==> config.mk <==
export PLATFORM = sky130hd
export DESIGN_NAME = periph_top
export DESIGN_NICKNAME = d
export VERILOG_FILES = /design/src/hdl/periph_pkg.sv /design/src/hdl/periph_top.sv /design/src/hdl/scratch_ram.sv /design/src/hdl/gpio_regs.sv /design/src/hdl/apb_interconnect.sv
export SDC_FILE = /design/constraint.sdc
export NUM_CORES = 1
export LEC_CHECK = 0
export ABC_AREA = 1
export BUFFER_PORTS_ARGS = -buffer_cell sky130_fd_sc_hd__buf_2
export CAP_MARGIN = 5
export CORE_AREA = 2 2 249 128
export CTS_BUF_LIST = sky130_fd_sc_hd__clkbuf_4 sky130_fd_sc_hd__clkbuf_8
export CTS_CLUSTER_DIAMETER = 50
export DETAILED_ROUTE_END_ITERATION = 10
export DIE_AREA = 0 0 251 130
export GPL_ROUTABILITY_DRIVEN = 0
export MAX_ROUTING_LAYER = met4
export PLACE_DENSITY = 0.69
export SYNTH_ARGS = -nofsm -noshare
export SYNTH_HDL_FRONTEND = slang
export SYNTH_HIERARCHICAL = 1
export SYNTH_SLANG_ARGS = --single-unit
==> constraint.sdc <==
create_clock -name aclk -period 3.4 [get_ports aclk]
set_input_delay 0.51 -clock aclk [delete_from_list [all_inputs] [get_ports aclk]]
set_output_delay 0.51 -clock aclk [all_outputs]
set_load 0.01 [all_outputs]
==> src/hdl/periph_pkg.sv <==
/* Bus widths and the default address map of the peripheral subsystem.
   Windows are byte addressed, word aligned, and must not overlap. */

package periph_pkg;

    // Register bus widths
    localparam int ADDRW = 16;
    localparam int XLEN  = 32;
    localparam int STRBW = XLEN / 8;

    // GPIO window of two words
    localparam int unsigned GPIO_BASE = 0;
    localparam int unsigned GPIO_SIZE = 8;

    // Scratch RAM window of four words
    localparam int unsigned RAM_BASE = 16;
    localparam int unsigned RAM_SIZE = 16;

    // Extra wait cycles of the RAM
    localparam int unsigned RAM_WAIT = 2;

endpackage
==> src/hdl/periph_top.sv <==
/* GPIO at slave 0, scratch RAM at slave 1. SLV1_SIZE must be a power-of-two number of
   words, at least two. */

`timescale 1ns/100ps

module periph_top

    #(
        parameter int unsigned SLV0_ADDR = periph_pkg::GPIO_BASE,
        parameter int unsigned SLV0_SIZE = periph_pkg::GPIO_SIZE,
        parameter int unsigned SLV1_ADDR = periph_pkg::RAM_BASE,
        parameter int unsigned SLV1_SIZE = periph_pkg::RAM_SIZE,
        parameter int          GPIO_W    = periph_pkg::XLEN,
        parameter int          RAM_WAIT  = periph_pkg::RAM_WAIT
    )(
        input  logic                            aclk,
        input  logic                            aresetn,
        input  logic                            srst,
        input  logic                            slv_en,
        input  logic                            slv_wr,
        input  logic [periph_pkg::ADDRW   -1:0] slv_addr,
        input  logic [periph_pkg::XLEN    -1:0] slv_wdata,
        input  logic [periph_pkg::STRBW   -1:0] slv_strb,
        output logic [periph_pkg::XLEN    -1:0] slv_rdata,
        output logic                            slv_ready,
        input  logic [GPIO_W              -1:0] gpio_in,
        output logic [GPIO_W              -1:0] gpio_out
    );

    logic                          mst0_en;
    logic                          mst0_wr;
    logic [periph_pkg::ADDRW-1:0]  mst0_addr;
    logic [periph_pkg::XLEN-1:0]   mst0_wdata;
    logic [periph_pkg::STRBW-1:0]  mst0_strb;
    logic [periph_pkg::XLEN-1:0]   mst0_rdata;
    logic                          mst0_ready;

    logic                          mst1_en;
    logic                          mst1_wr;
    logic [periph_pkg::ADDRW-1:0]  mst1_addr;
    logic [periph_pkg::XLEN-1:0]   mst1_wdata;
    logic [periph_pkg::STRBW-1:0]  mst1_strb;
    logic [periph_pkg::XLEN-1:0]   mst1_rdata;
    logic                          mst1_ready;

    apb_interconnect #(
        .SLV0_ADDR (SLV0_ADDR),
        .SLV0_SIZE (SLV0_SIZE),
        .SLV1_ADDR (SLV1_ADDR),
        .SLV1_SIZE (SLV1_SIZE)
    ) u_icn (
        .aclk       (aclk),
        .aresetn    (aresetn),
        .srst       (srst),
        .slv_en     (slv_en),
        .slv_wr     (slv_wr),
        .slv_addr   (slv_addr),
        .slv_wdata  (slv_wdata),
        .slv_strb   (slv_strb),
        .slv_rdata  (slv_rdata),
        .slv_ready  (slv_ready),
        .mst0_en    (mst0_en),
        .mst0_wr    (mst0_wr),
        .mst0_addr  (mst0_addr),
        .mst0_wdata (mst0_wdata),
        .mst0_strb  (mst0_strb),
        .mst0_rdata (mst0_rdata),
        .mst0_ready (mst0_ready),
        .mst1_en    (mst1_en),
        .mst1_wr    (mst1_wr),
        .mst1_addr  (mst1_addr),
        .mst1_wdata (mst1_wdata),
        .mst1_strb  (mst1_strb),
        .mst1_rdata (mst1_rdata),
        .mst1_ready (mst1_ready)
    );

    gpio_regs #(
        .GPIO_W (GPIO_W)
    ) u_gpio (
        .aclk     (aclk),
        .aresetn  (aresetn),
        .srst     (srst),
        .en       (mst0_en),
        .wr       (mst0_wr),
        .addr     (mst0_addr),
        .wdata    (mst0_wdata),
        .strb     (mst0_strb),
        .rdata    (mst0_rdata),
        .ready    (mst0_ready),
        .gpio_in  (gpio_in),
        .gpio_out (gpio_out)
    );

    // Depth in words from the window size in bytes
    scratch_ram #(
        .DEPTH (SLV1_SIZE / 4),
        .WAIT  (RAM_WAIT)
    ) u_ram (
        .aclk    (aclk),
        .aresetn (aresetn),
        .srst    (srst),
        .en      (mst1_en),
        .wr      (mst1_wr),
        .addr    (mst1_addr),
        .wdata   (mst1_wdata),
        .strb    (mst1_strb),
        .rdata   (mst1_rdata),
        .ready   (mst1_ready)
    );

endmodule

==> src/hdl/scratch_ram.sv <==
/* Word array with byte strobes; addresses beyond DEPTH words alias. DEPTH must be a power
   of two, at least 2. Contents survive srst and power up undefined. */

`timescale 1ns/100ps

module scratch_ram

    #(
        parameter int DEPTH = 4,
        parameter int WAIT  = 2
    )(
        input  logic                            aclk,
        input  logic                            aresetn,
        input  logic                            srst,
        input  logic                            en,
        input  logic                            wr,
        input  logic [periph_pkg::ADDRW   -1:0] addr,
        input  logic [periph_pkg::XLEN    -1:0] wdata,
        input  logic [periph_pkg::STRBW   -1:0] strb,
        output logic [periph_pkg::XLEN    -1:0] rdata,
        output logic                            ready
    );

    localparam int IDXW  = $clog2(DEPTH);
    localparam int CNTW  = (WAIT > 1) ? $clog2(WAIT) : 1;
    localparam int LOADV = (WAIT > 0) ? WAIT - 1 : 0;
    localparam logic [CNTW-1:0] LOAD = LOADV[CNTW-1:0];

    logic [periph_pkg::XLEN-1:0] mem [DEPTH];
    logic [IDXW-1:0]             idx;
    logic [CNTW-1:0]             cnt;
    logic                        busy;
    logic                        done;
    logic                        fire;

    assign idx = addr[IDXW+1:2];

    // Cycle where the access takes effect
    assign fire = !srst && !done &&
                  ((busy && cnt == 0) || (en && !busy && WAIT == 0));

    always_ff @(posedge aclk or negedge aresetn) begin
        if (!aresetn) begin
            ready <= 1'b0;
            busy  <= 1'b0;
            done  <= 1'b0;
            cnt   <= '0;
        end else if (srst) begin
            ready <= 1'b0;
            busy  <= 1'b0;
            done  <= 1'b0;
            cnt   <= '0;
        end else begin
            ready <= fire;
            if (fire) begin
                busy <= 1'b0;
                done <= 1'b1;
            end else if (done) begin
                done <= en;
            end else if (busy) begin
                cnt <= cnt - 1'b1;
            end else if (en) begin
                busy <= 1'b1;
                cnt  <= LOAD;
            end
        end
    end

    always_ff @(posedge aclk) begin
        if (fire) begin
            rdata <= mem[idx];
            if (wr) begin
                for (int i = 0; i < periph_pkg::STRBW; i++) begin
                    if (strb[i]) begin
                        mem[idx][8*i +: 8] <= wdata[8*i +: 8];
                    end
                end
            end
        end
    end

endmodule

==> src/hdl/gpio_regs.sv <==
/* Word 0 is the output register, word 1 the synchronised inputs (read only).
   GPIO_W must not exceed the bus width; output bits above GPIO_W read back but drive no pin. */

`timescale 1ns/100ps

module gpio_regs

    #(
        parameter int GPIO_W = 32
    )(
        input  logic                            aclk,
        input  logic                            aresetn,
        input  logic                            srst,
        input  logic                            en,
        input  logic                            wr,
        input  logic [periph_pkg::ADDRW   -1:0] addr,
        input  logic [periph_pkg::XLEN    -1:0] wdata,
        input  logic [periph_pkg::STRBW   -1:0] strb,
        output logic [periph_pkg::XLEN    -1:0] rdata,
        output logic                            ready,
        input  logic [GPIO_W              -1:0] gpio_in,
        output logic [GPIO_W              -1:0] gpio_out
    );

    logic [periph_pkg::XLEN-1:0] out_reg;
    logic [periph_pkg::XLEN-1:0] in_word;
    logic [GPIO_W-1:0]           in_meta;
    logic [GPIO_W-1:0]           in_sync;
    logic                        done;
    logic                        accept;
    logic                        sel_out;
    logic                        sel_in;

    assign accept  = en && !done;
    assign sel_out = addr[periph_pkg::ADDRW-1:2] == 0;
    assign sel_in  = addr[periph_pkg::ADDRW-1:2] == 1;

    always_ff @(posedge aclk or negedge aresetn) begin
        if (!aresetn) begin
            ready   <= 1'b0;
            done    <= 1'b0;
            out_reg <= '0;
        end else if (srst) begin
            ready   <= 1'b0;
            done    <= 1'b0;
            out_reg <= '0;
        end else begin
            ready <= 1'b0;
            if (accept) begin
                ready <= 1'b1;
                done  <= 1'b1;
                if (wr && sel_out) begin
                    for (int i = 0; i < periph_pkg::STRBW; i++) begin
                        if (strb[i]) begin
                            out_reg[8*i +: 8] <= wdata[8*i +: 8];
                        end
                    end
                end
            end else if (!en) begin
                // Requester has released the bus
                done <= 1'b0;
            end
        end
    end

    // Two-flop synchroniser on the pins
    always_ff @(posedge aclk) begin
        in_meta <= gpio_in;
        in_sync <= in_meta;
    end

    always_comb begin
        in_word             = '0;
        in_word[GPIO_W-1:0] = in_sync;
    end

    always_ff @(posedge aclk) begin
        if (accept) begin
            rdata <= sel_out ? out_reg : (sel_in ? in_word : '0);
        end
    end

    assign gpio_out = out_reg[GPIO_W-1:0];

endmodule

==> src/hdl/apb_interconnect.sv <==
/* One master, two slaves, one access in flight. Window sizes must fit in ADDRW bits;
   slave 0 wins if the windows overlap. Unmapped accesses complete with zero data. */

`timescale 1ns/100ps

module apb_interconnect

    #(
        parameter int unsigned SLV0_ADDR = 0,
        parameter int unsigned SLV0_SIZE = 8,
        parameter int unsigned SLV1_ADDR = 16,
        parameter int unsigned SLV1_SIZE = 16
    )(
        input  logic                            aclk,
        input  logic                            aresetn,
        input  logic                            srst,
        // Master side
        input  logic                            slv_en,
        input  logic                            slv_wr,
        input  logic [periph_pkg::ADDRW   -1:0] slv_addr,
        input  logic [periph_pkg::XLEN    -1:0] slv_wdata,
        input  logic [periph_pkg::STRBW   -1:0] slv_strb,
        output logic [periph_pkg::XLEN    -1:0] slv_rdata,
        output logic                            slv_ready,
        // Slave 0
        output logic                            mst0_en,
        output logic                            mst0_wr,
        output logic [periph_pkg::ADDRW   -1:0] mst0_addr,
        output logic [periph_pkg::XLEN    -1:0] mst0_wdata,
        output logic [periph_pkg::STRBW   -1:0] mst0_strb,
        input  logic [periph_pkg::XLEN    -1:0] mst0_rdata,
        input  logic                            mst0_ready,
        // Slave 1
        output logic                            mst1_en,
        output logic                            mst1_wr,
        output logic [periph_pkg::ADDRW   -1:0] mst1_addr,
        output logic [periph_pkg::XLEN    -1:0] mst1_wdata,
        output logic [periph_pkg::STRBW   -1:0] mst1_strb,
        input  logic [periph_pkg::XLEN    -1:0] mst1_rdata,
        input  logic                            mst1_ready
    );

    localparam logic [periph_pkg::ADDRW-1:0] S0_BASE = SLV0_ADDR[periph_pkg::ADDRW-1:0];
    localparam logic [periph_pkg::ADDRW-1:0] S0_SIZE = SLV0_SIZE[periph_pkg::ADDRW-1:0];
    localparam logic [periph_pkg::ADDRW-1:0] S1_BASE = SLV1_ADDR[periph_pkg::ADDRW-1:0];
    localparam logic [periph_pkg::ADDRW-1:0] S1_SIZE = SLV1_SIZE[periph_pkg::ADDRW-1:0];

    logic [periph_pkg::ADDRW-1:0] slv0_off;
    logic [periph_pkg::ADDRW-1:0] slv1_off;
    logic                         slv0_hit;
    logic                         slv1_hit;
    logic                         req;

    // Offset wraps high below the base, so one compare covers both bounds
    assign slv0_off = slv_addr - S0_BASE;
    assign slv1_off = slv_addr - S1_BASE;
    assign slv0_hit = slv0_off < S0_SIZE;
    assign slv1_hit = !slv0_hit && (slv1_off < S1_SIZE);

    // Access open and not yet acknowledged
    assign req = slv_en && !slv_ready;

    always_ff @(posedge aclk or negedge aresetn) begin
        if (!aresetn) begin
            mst0_en   <= 1'b0;
            mst1_en   <= 1'b0;
            slv_ready <= 1'b0;
            slv_rdata <= '0;
        end else if (srst) begin
            mst0_en   <= 1'b0;
            mst1_en   <= 1'b0;
            slv_ready <= 1'b0;
            slv_rdata <= '0;
        end else if (req) begin
            if (slv0_hit) begin
                mst0_en   <= !mst0_ready;
                mst1_en   <= 1'b0;
                slv_ready <= mst0_ready;
                slv_rdata <= mst0_ready ? mst0_rdata : '0;
            end else if (slv1_hit) begin
                mst0_en   <= 1'b0;
                mst1_en   <= !mst1_ready;
                slv_ready <= mst1_ready;
                slv_rdata <= mst1_ready ? mst1_rdata : '0;
            end else begin
                // Nothing mapped here
                mst0_en   <= 1'b0;
                mst1_en   <= 1'b0;
                slv_ready <= 1'b1;
                slv_rdata <= '0;
            end
        end else begin
            mst0_en   <= 1'b0;
            mst1_en   <= 1'b0;
            slv_ready <= 1'b0;
            slv_rdata <= '0;
        end
    end

    // Request fields follow the master while the window matches
    always_ff @(posedge aclk) begin
        if (req && slv0_hit) begin
            mst0_wr    <= slv_wr;
            mst0_addr  <= slv0_off;
            mst0_wdata <= slv_wdata;
            mst0_strb  <= slv_strb;
        end else begin
            mst0_wr    <= 1'b0;
            mst0_addr  <= '0;
            mst0_wdata <= '0;
            mst0_strb  <= '0;
        end

        if (req && slv1_hit) begin
            mst1_wr    <= slv_wr;
            mst1_addr  <= slv1_off;
            mst1_wdata <= slv_wdata;
            mst1_strb  <= slv_strb;
        end else begin
            mst1_wr    <= 1'b0;
            mst1_addr  <= '0;
            mst1_wdata <= '0;
            mst1_strb  <= '0;
        end
    end

endmodule

==> implementation parameters, run 1 <==
Parameter                              Value

STA
  Worst Setup Slack, final    1.22 ns
  Final count of negative-setup-slack endpoints    0
  Final hold viol count    0
  Worst hold slack    0.00673 ns
  RSZ-0062 raised after global routing    false
  Top achievable clock speed    between 400 and 500 MHz
  Period utilisation layout    0.642
  Slew at the pin closest to its max-slew limit    between 1 and 1.5 ns
  Min Clock Period, post-route    2.18 ns
  Final setup TNS    0 ns
  Headroom to the max-slew limit    0.257
  Fin Clk Skew    around 0.026 ns
  Number of pins exceeding their max-slew limit in the final report    0

Routing
  Routed wire length per instance    17.4 microns
  Detail Route met2 WL    15700 microns
  Met1 wire length    15500 microns
  Detailed-routed wire length on met3    between 2000 and 2500 microns
  Average vias per placed instance    roughly 5.1
  Highest metal used    met4
  DR iter-0 viols    just over 900
  Number of iterations in the first detailed-routing pass    7
  Aggregate routed wire length    34000 microns
  Antenna Violating Nets Remaining    0
  Vias    9928
  DR DRC count    0

Finish
  Area Overhead vs Synth    18.4%
  Final design utilization    0.564
  Fraction of layout cells with a size suffix above 1    0.218
  # diodes    0
  Total Nets Final    1598
  Fill cell total of the finished layout    ~2600
  Post-layout instance area    0.0174 sq mm

Placement
  Dpl hpwl    23100 microns
  Worst setup slack before clock tree synthesis    0.708 ns
  IO buf count    151
  Total cell area at the placement stage    0.0159 sq mm

CTS
  CTS tree    yes
  Latest clock arrival within the worst-skew pair    0.61 ns
  Number of setup buffers added after CTS    0
  Count of H-tree levels built during CTS    2
  CTS clock-pin slew for the worst setup and hold paths    0.07 ns
  Total clock buffers created by CTS    54
  CTS max path bufs    3
  Sinks on Clock Net    419
  Root Buffer    sky130_fd_sc_hd__clkbuf_8

Setup path
  Worst-path cell chain    buf_2, inv_1, ha_1, nand2_1, nor2_1, nand2_1, nand2_1, nand2_1, nor2_1, nand2_1, nor2_4, buf_4, nand2_1, o21bai_1, inv_1
  Setup slack, reg-to-reg    1.29 ns
  Bufs and invs on worst path    4
  Largest incremental delay on the critical path    0.39 ns
  Largest delay contributor family on the critical path    simple AND/OR/NAND/NOR gates
  Cell repeated most along the worst path    sky130_fd_sc_hd__nand2_1
  Largest fanout on the critical path    33
  CP required    3.89 ns
  Data arrival time at the worst-slack endpoint    about 2.7 ns
  Critical Path End Type    flop
  Critical Path Start Type    primary input
  Kind of critical path    primary input to flop
  Crit-path slowest cell    sky130_fd_sc_hd__buf_4

Global routing
  Number of antenna violations at the first check in global routing    0
  Sum of overflow across all layers after global routing    0
  Vias in the first global route    9595
  Largest net degree at the start of global routing    69
  Gr usage total    0.216
  Global-route wire length before repair    between 50000 and 60000 microns

Pwr
  P_leak    7.89 nW
  Total power density per cell area    539 mW/mm^2
  Maximum VDD drop    362 uV

Floorplanning
  Vertical die dimension    roughly 130 microns
  Row Count    46
  Core outline area    0.0308 sq mm
  Number of top-level design ports    154
  Starting Density    0.476
  Total die area    0.0326 sq mm
  Die boundary width    between 200 and 300 microns

Synthesis
  Cell count after synthesis    1289
  Synth warnings    6
  Synth Cell Area    0.0147 sq mm
  Post-Synthesis Mean Instance Area    11.4 sq um

Flow run
  Maximum capacitance violations    0

Outcome
  Run status    completed

Worst hold path
  Tightest Hold Check Type    primary input to asynchronous set/reset pin
## metal layers
metal / up-vias / GRT usage
met3: 49 / 0.0395
li1: 4687 / -
met2: 332 / 0.334
met1: 4860 / 0.301
met4: 0 / 0.0508
met5: - / -
## timing repair
item | 4_1_cts | 5_1_grt
hold buffers | 32 | 0
endpoints found under the setup margin | 0 | 0
gates resized for setup | 0 | 0
endpoints found under the hold margin | 32 | 0
## through the flow
| stage | total power [W] | instances |
|---|---|---|
| finish | 0.00938 | 1960 |
| global route | 0.00971 | 1960 |
| CTS | 0.00946 | 1960 |
| detailed placement | 0.00558 | 1826 |
| global placement | 0.00557 | 1826 |
| floorplan | 0.00547 | 1298 |
## worst reg2reg max path, delay by kind of cell (launching register included)
| family | cells | cell delay [ns] |
|---|---|---|
| flip-flops | 1 | 0.39 |
| AND/OR/NAND/NOR | 3 | 1.33 |
## state kept, by name, summed over array words and instances (netlist names), 2 cells and up
register	count
u_icn/mst1_strb	4
u_gpio/in_sync	32
u_gpio/rdata	32
u_icn/mst1_addr	2
u_icn/mst0_addr	14
u_gpio/gpio_out	32
u_gpio/in_meta	32
u_ram/mem	128
u_icn/mst0_strb	4
u_icn/mst1_wdata	32
u_ram/rdata	32
u_icn/mst0_wdata	32
u_icn/slv_rdata	32
## cell type report
cell class | instances | area, sq um | share of cell area
inverters | 113 | 424 | 0.0244
well taps | 408 | 510 | 0.0293
repair buffers | 209 | 1300 | 0.0746
clock inverters | 10 | 57.6 | 0.00331
clock buffers | 92 | 1120 | 0.0641
multi-input cells | 709 | 3320 | 0.191
flip-flops and latches | 419 | 10700 | 0.613
## worst paths after layout
kind                                     from                  end  cells past startpoint
min in group aclk                slv_wdata[3]  u_icn/mst1_wdata[3]                      3
min reg2reg                u_gpio/in_meta[19]   u_gpio/in_sync[19]                      0
max                               slv_addr[4]      u_icn/slv_ready                     15
min                                   aresetn  u_icn/slv_rdata[22]                      1
max in group asynchronous             aresetn   u_gpio/gpio_out[5]                      1
max reg2reg                        u_ram/done     u_ram/mem[0][24]                      3
## cell usage in the layout (no fill, tap or decap), drive strengths merged
master,instances
o31ai,1
o21ai,3
clkinv,9
dlygate4sd3,32
conb,10
xor2,1
clkbuf,92
ha,3
nand3b,2
edfxtp,192
and2,1
nand4,44
nor3,3
nand2,297
nor2,140
clkinvlp,1
dfrtp,73
inv,113
or2,1
buf,177
nand3,168
o21bai,1
dfxtp,154
a21oi,34
## where the power goes
| part | internal [W] | switching [W] |
|---|---|---|
| sequential | 0.00528 | 0.0000119 |
| clock | 0.00207 | 0.00181 |
| combinational | 0.0000783 | 0.000128 |
| total | 0.00743 | 0.00195 |
Power figures use the tool's default switching activity.
==> inputs of run 2 (changes only) <==
==> constraint.sdc (replaced) <==
create_clock -name aclk -period 2.2 [get_ports aclk]
set_input_delay 0.33 -clock aclk [delete_from_list [all_inputs] [get_ports aclk]]
set_output_delay 0.33 -clock aclk [all_outputs]
set_load 0.01 [all_outputs]
==> run 2 against run 1 <==
Compared with the run above:
- register-to-register slack got worse by 0.87 ns
- non-clock buffer count rose by 57
- flip-flop and latch count did not move
- design area rose by 3.9%
- routed wire length rose by 1.3%
- critical path depth fell by 9
- combinational power rose by 88%
- global-route usage rose by 0.38 points
- clock skew fell by 0.00054 ns
- sequential power rose by 55%
- critical path type is now flop to flop
- highest routed layer unchanged
==> implementation parameters, run 2 (synthesis results as in run 1) <==
Parameter                              Value

Setup path
  Setup slack, reg-to-reg    0.42 ns (was 1.29 ns)
  Data arrival time at the worst-slack endpoint    2.26 ns (was 2.67 ns)
  Cell repeated most along the worst path    sky130_fd_sc_hd__nand2_1 (unchanged)
  Crit-path slowest cell    sky130_fd_sc_hd__nand4_1 (was sky130_fd_sc_hd__buf_4)
  Kind of critical path    flop to flop (was primary input to flop)
  Critical Path Start Type    flop (was primary input)
  Reg-to-Reg End    u_gpio/gpio_out[20] (was u_ram/mem[0][24])
  CP required    2.69 ns (was 3.89 ns)
  Largest delay contributor family on the critical path    simple AND/OR/NAND/NOR gates (unchanged)
  Largest fanout on the critical path    8 (was 33)
  Worst reg2reg startpoint    u_gpio/done (was u_ram/done)
  Critical Path End Type    flop (unchanged)
  Largest incremental delay on the critical path    0.51 ns (was 0.39 ns)
  Worst-path cell chain    inv_1, nand2_1, nor2_1, nand4_1, nand3_1, nand2_1 (was buf_2, inv_1, ha_1, nand2_1, nor2_1, nand2_1, nand2_1, nand2_1, nor2_1, nand2_1, nor2_4, buf_4, nand2_1, o21bai_1, inv_1)
  Bufs and invs on worst path    1 (was 4)
  Worst reg2reg path depth    6 (was 3)

STA
  Period utilisation layout    0.807
  Final setup TNS    0 ns (unchanged)
  Headroom to the max-slew limit    0.575 (was 0.257)
  RSZ-0062 raised after global routing    false (unchanged)
  Top achievable clock speed    563 MHz
  Final count of negative-setup-slack endpoints    0 (unchanged)
  Final hold viol count    0 (unchanged)
  Fin Clk Skew    0.0253 ns (was 0.0259 ns)
  Number of pins exceeding their max-slew limit in the final report    0 (unchanged)
  Worst hold slack    0.0482 ns (was 0.00673 ns)
  Slew at the pin closest to its max-slew limit    0.637 ns (was 1.11 ns)
  Worst Setup Slack, final    0.424 ns (was 1.22 ns)
  Min Clock Period, post-route    1.78 ns

Placement
  Dpl hpwl    23400 microns (was 23100 microns)
  IO buf count    151 (unchanged)
  Total cell area at the placement stage    0.0161 sq mm (was 0.0159 sq mm)
  Worst setup slack before clock tree synthesis    0.0579 ns (was 0.708 ns)
  Placed cell count    1846 (was 1826)

Floorplanning
  Number of top-level design ports    154 (unchanged)
  Total die area    0.0326 sq mm (unchanged)
  Die boundary width    251 microns (unchanged)
  Row Count    46 (unchanged)
  Starting Density    0.476 (unchanged)
  Core outline area    0.0308 sq mm (unchanged)
  Vertical die dimension    130 microns (unchanged)

Routing
  DR DRC count    0 (unchanged)
  Vias    10100 (was 9928)
  Number of iterations in the first detailed-routing pass    5 (was 7)
  Average vias per placed instance    5.00 (was 5.07)
  Antenna Violating Nets Remaining    0 (unchanged)
  Routed wire length per instance    17.1 microns (was 17.4 microns)
  DR iter-0 viols    786 (was 906)
  Aggregate routed wire length    34500 microns (was 34000 microns)

Pwr
  P_leak    8.20 nW (was 7.89 nW)
  Total power density per cell area    831 mW/mm^2 (was 539 mW/mm^2)
  Maximum VDD drop    436 uV (was 362 uV)

CTS
  Count of H-tree levels built during CTS    2 (unchanged)
  CTS clock-pin slew for the worst setup and hold paths    0.07 ns (about the same)
  Sinks on Clock Net    419 (unchanged)
  Latest clock arrival within the worst-skew pair    0.61 ns (about the same)
  Total clock buffers created by CTS    55 (was 54)
  Number of setup buffers added after CTS    0 (unchanged)
  Root Buffer    sky130_fd_sc_hd__clkbuf_8 (unchanged)
  CTS tree    yes (unchanged)
  CTS max path bufs    3 (unchanged)

Finish
  # diodes    0 (unchanged)
  Area Overhead vs Synth    23.1% (was 18.4%)
  Top library cells by usage in the layout, fill and taps aside    295 x sky130_fd_sc_hd__nand2_1, 192 x sky130_fd_sc_hd__edfxtp_1, 166 x sky130_fd_sc_hd__nand3_1 (unchanged)
  Fraction of layout cells with a size suffix above 1    0.223 (was 0.218)
  Finished Layout Cells    2019 (was 1960)
  Register with the most flip-flops    u_ram/mem (unchanged)
  Leading cell type in the layout, fill and taps excluded    sky130_fd_sc_hd__nand2_1 (unchanged)
  Flip-flop count of the largest register after layout    128 (unchanged)
  Post-layout instance area    0.0181 sq mm (was 0.0174 sq mm)
  Total Nets Final    1656 (was 1598)

Global routing
  Vias in the first global route    9879 (was 9595)
  Number of antenna violations at the first check in global routing    1 (was 0)
  Sum of overflow across all layers after global routing    0 (unchanged)
  Largest net degree at the start of global routing    65 (was 69)
  Gr usage total    0.220 (was 0.216)
  Global-route wire length before repair    53000 microns (was 52300 microns)

Flow run
  Maximum capacitance violations    0 (unchanged)

Outcome
  Run status    completed (unchanged)

Worst hold path
  Worst hold start    slv_wdata[6]
  Hold Path Cell Cnt    3
  Hold path endpoint    u_icn/mst1_wdata[6]
  Tightest Hold Check Type    primary input to flop (was primary input to asynchronous set/reset pin)
## run 2: changes by cell type in the layout (fill, tap and decap cells not counted), moves of 4 or more
cell | previous run | this run
sky130_fd_sc_hd__bufinv_16 | 0 | 4
sky130_fd_sc_hd__dlygate4sd3_1 | 32 | 69
sky130_fd_sc_hd__clkinv_2 | 5 | 9
sky130_fd_sc_hd__buf_12 | 2 | 7
sky130_fd_sc_hd__clkbuf_4 | 24 | 18
sky130_fd_sc_hd__buf_4 | 25 | 40
## run 2: how the worst max path moves through the flow
stage / start / to / slack, ns / depth (start not counted)
after floorplan: slv_addr[4] / u_icn/slv_rdata[10] / 0.39 / 13
after global placement: slv_addr[5] / u_icn/slv_ready / 0.06 / 15
after detailed placement: slv_addr[5] / u_icn/slv_ready / 0.06 / 15
after CTS: u_icn/mst0_addr[15] / u_gpio/gpio_out[20] / 0.48 / 5
after global routing: u_gpio/done / u_gpio/gpio_out[21] / 0.26 / 6
final: u_gpio/done / u_gpio/gpio_out[20] / 0.42 / 6
## run 2: area by class of cell
class	count	area, sq um
Clock buffer	86	1070
Clock inverter	18	200
Fill cell	2532	12800
Inverter	113	424
Multi-Input combinational cell	709	3320
Sequential cell	419	10700
Tap cell	408	510
Timing Repair Buffer	266	1880
## run 2: timing repair
action                                 4_1_cts  5_1_grt
hold buffers                                69        0
endpoints found under the hold margin      138        0
gates resized for setup                      0        0
## run 2: metal layers
layer  GRT usage  vias up  part of all wire
met5           -        -                 0
met4      0.0637        0             0.021
met3      0.0447       58             0.070
met2       0.336      356              0.45
met1       0.302     4880              0.46
li1            -     4804                 -
## run 2: where the power goes
group | switching, W | total (W) | internal [W]
clock | 0.00287 | 0.00647 | 0.00359
sequential | 0.0000190 | 0.00818 | 0.00816
combinational | 0.000211 | 0.000387 | 0.000177
total | 0.00310 | 0.0150 | 0.0119
## run 2: worst min-delay path: stages
cell	delay, ns
sky130_fd_sc_hd__buf_2	0.12
sky130_fd_sc_hd__inv_1	0.11
sky130_fd_sc_hd__nor2_2	0.05
## run 2: metrics by stage
step	utilization	total power, W
2_1_floorplan	-	0.00845
3_3_place_gp	0.523	0.00864
3_5_place_dp	0.523	0.00864
4_1_cts	0.586	0.0152
5_1_grt	0.586	0.0156
6_report	0.586	0.0150
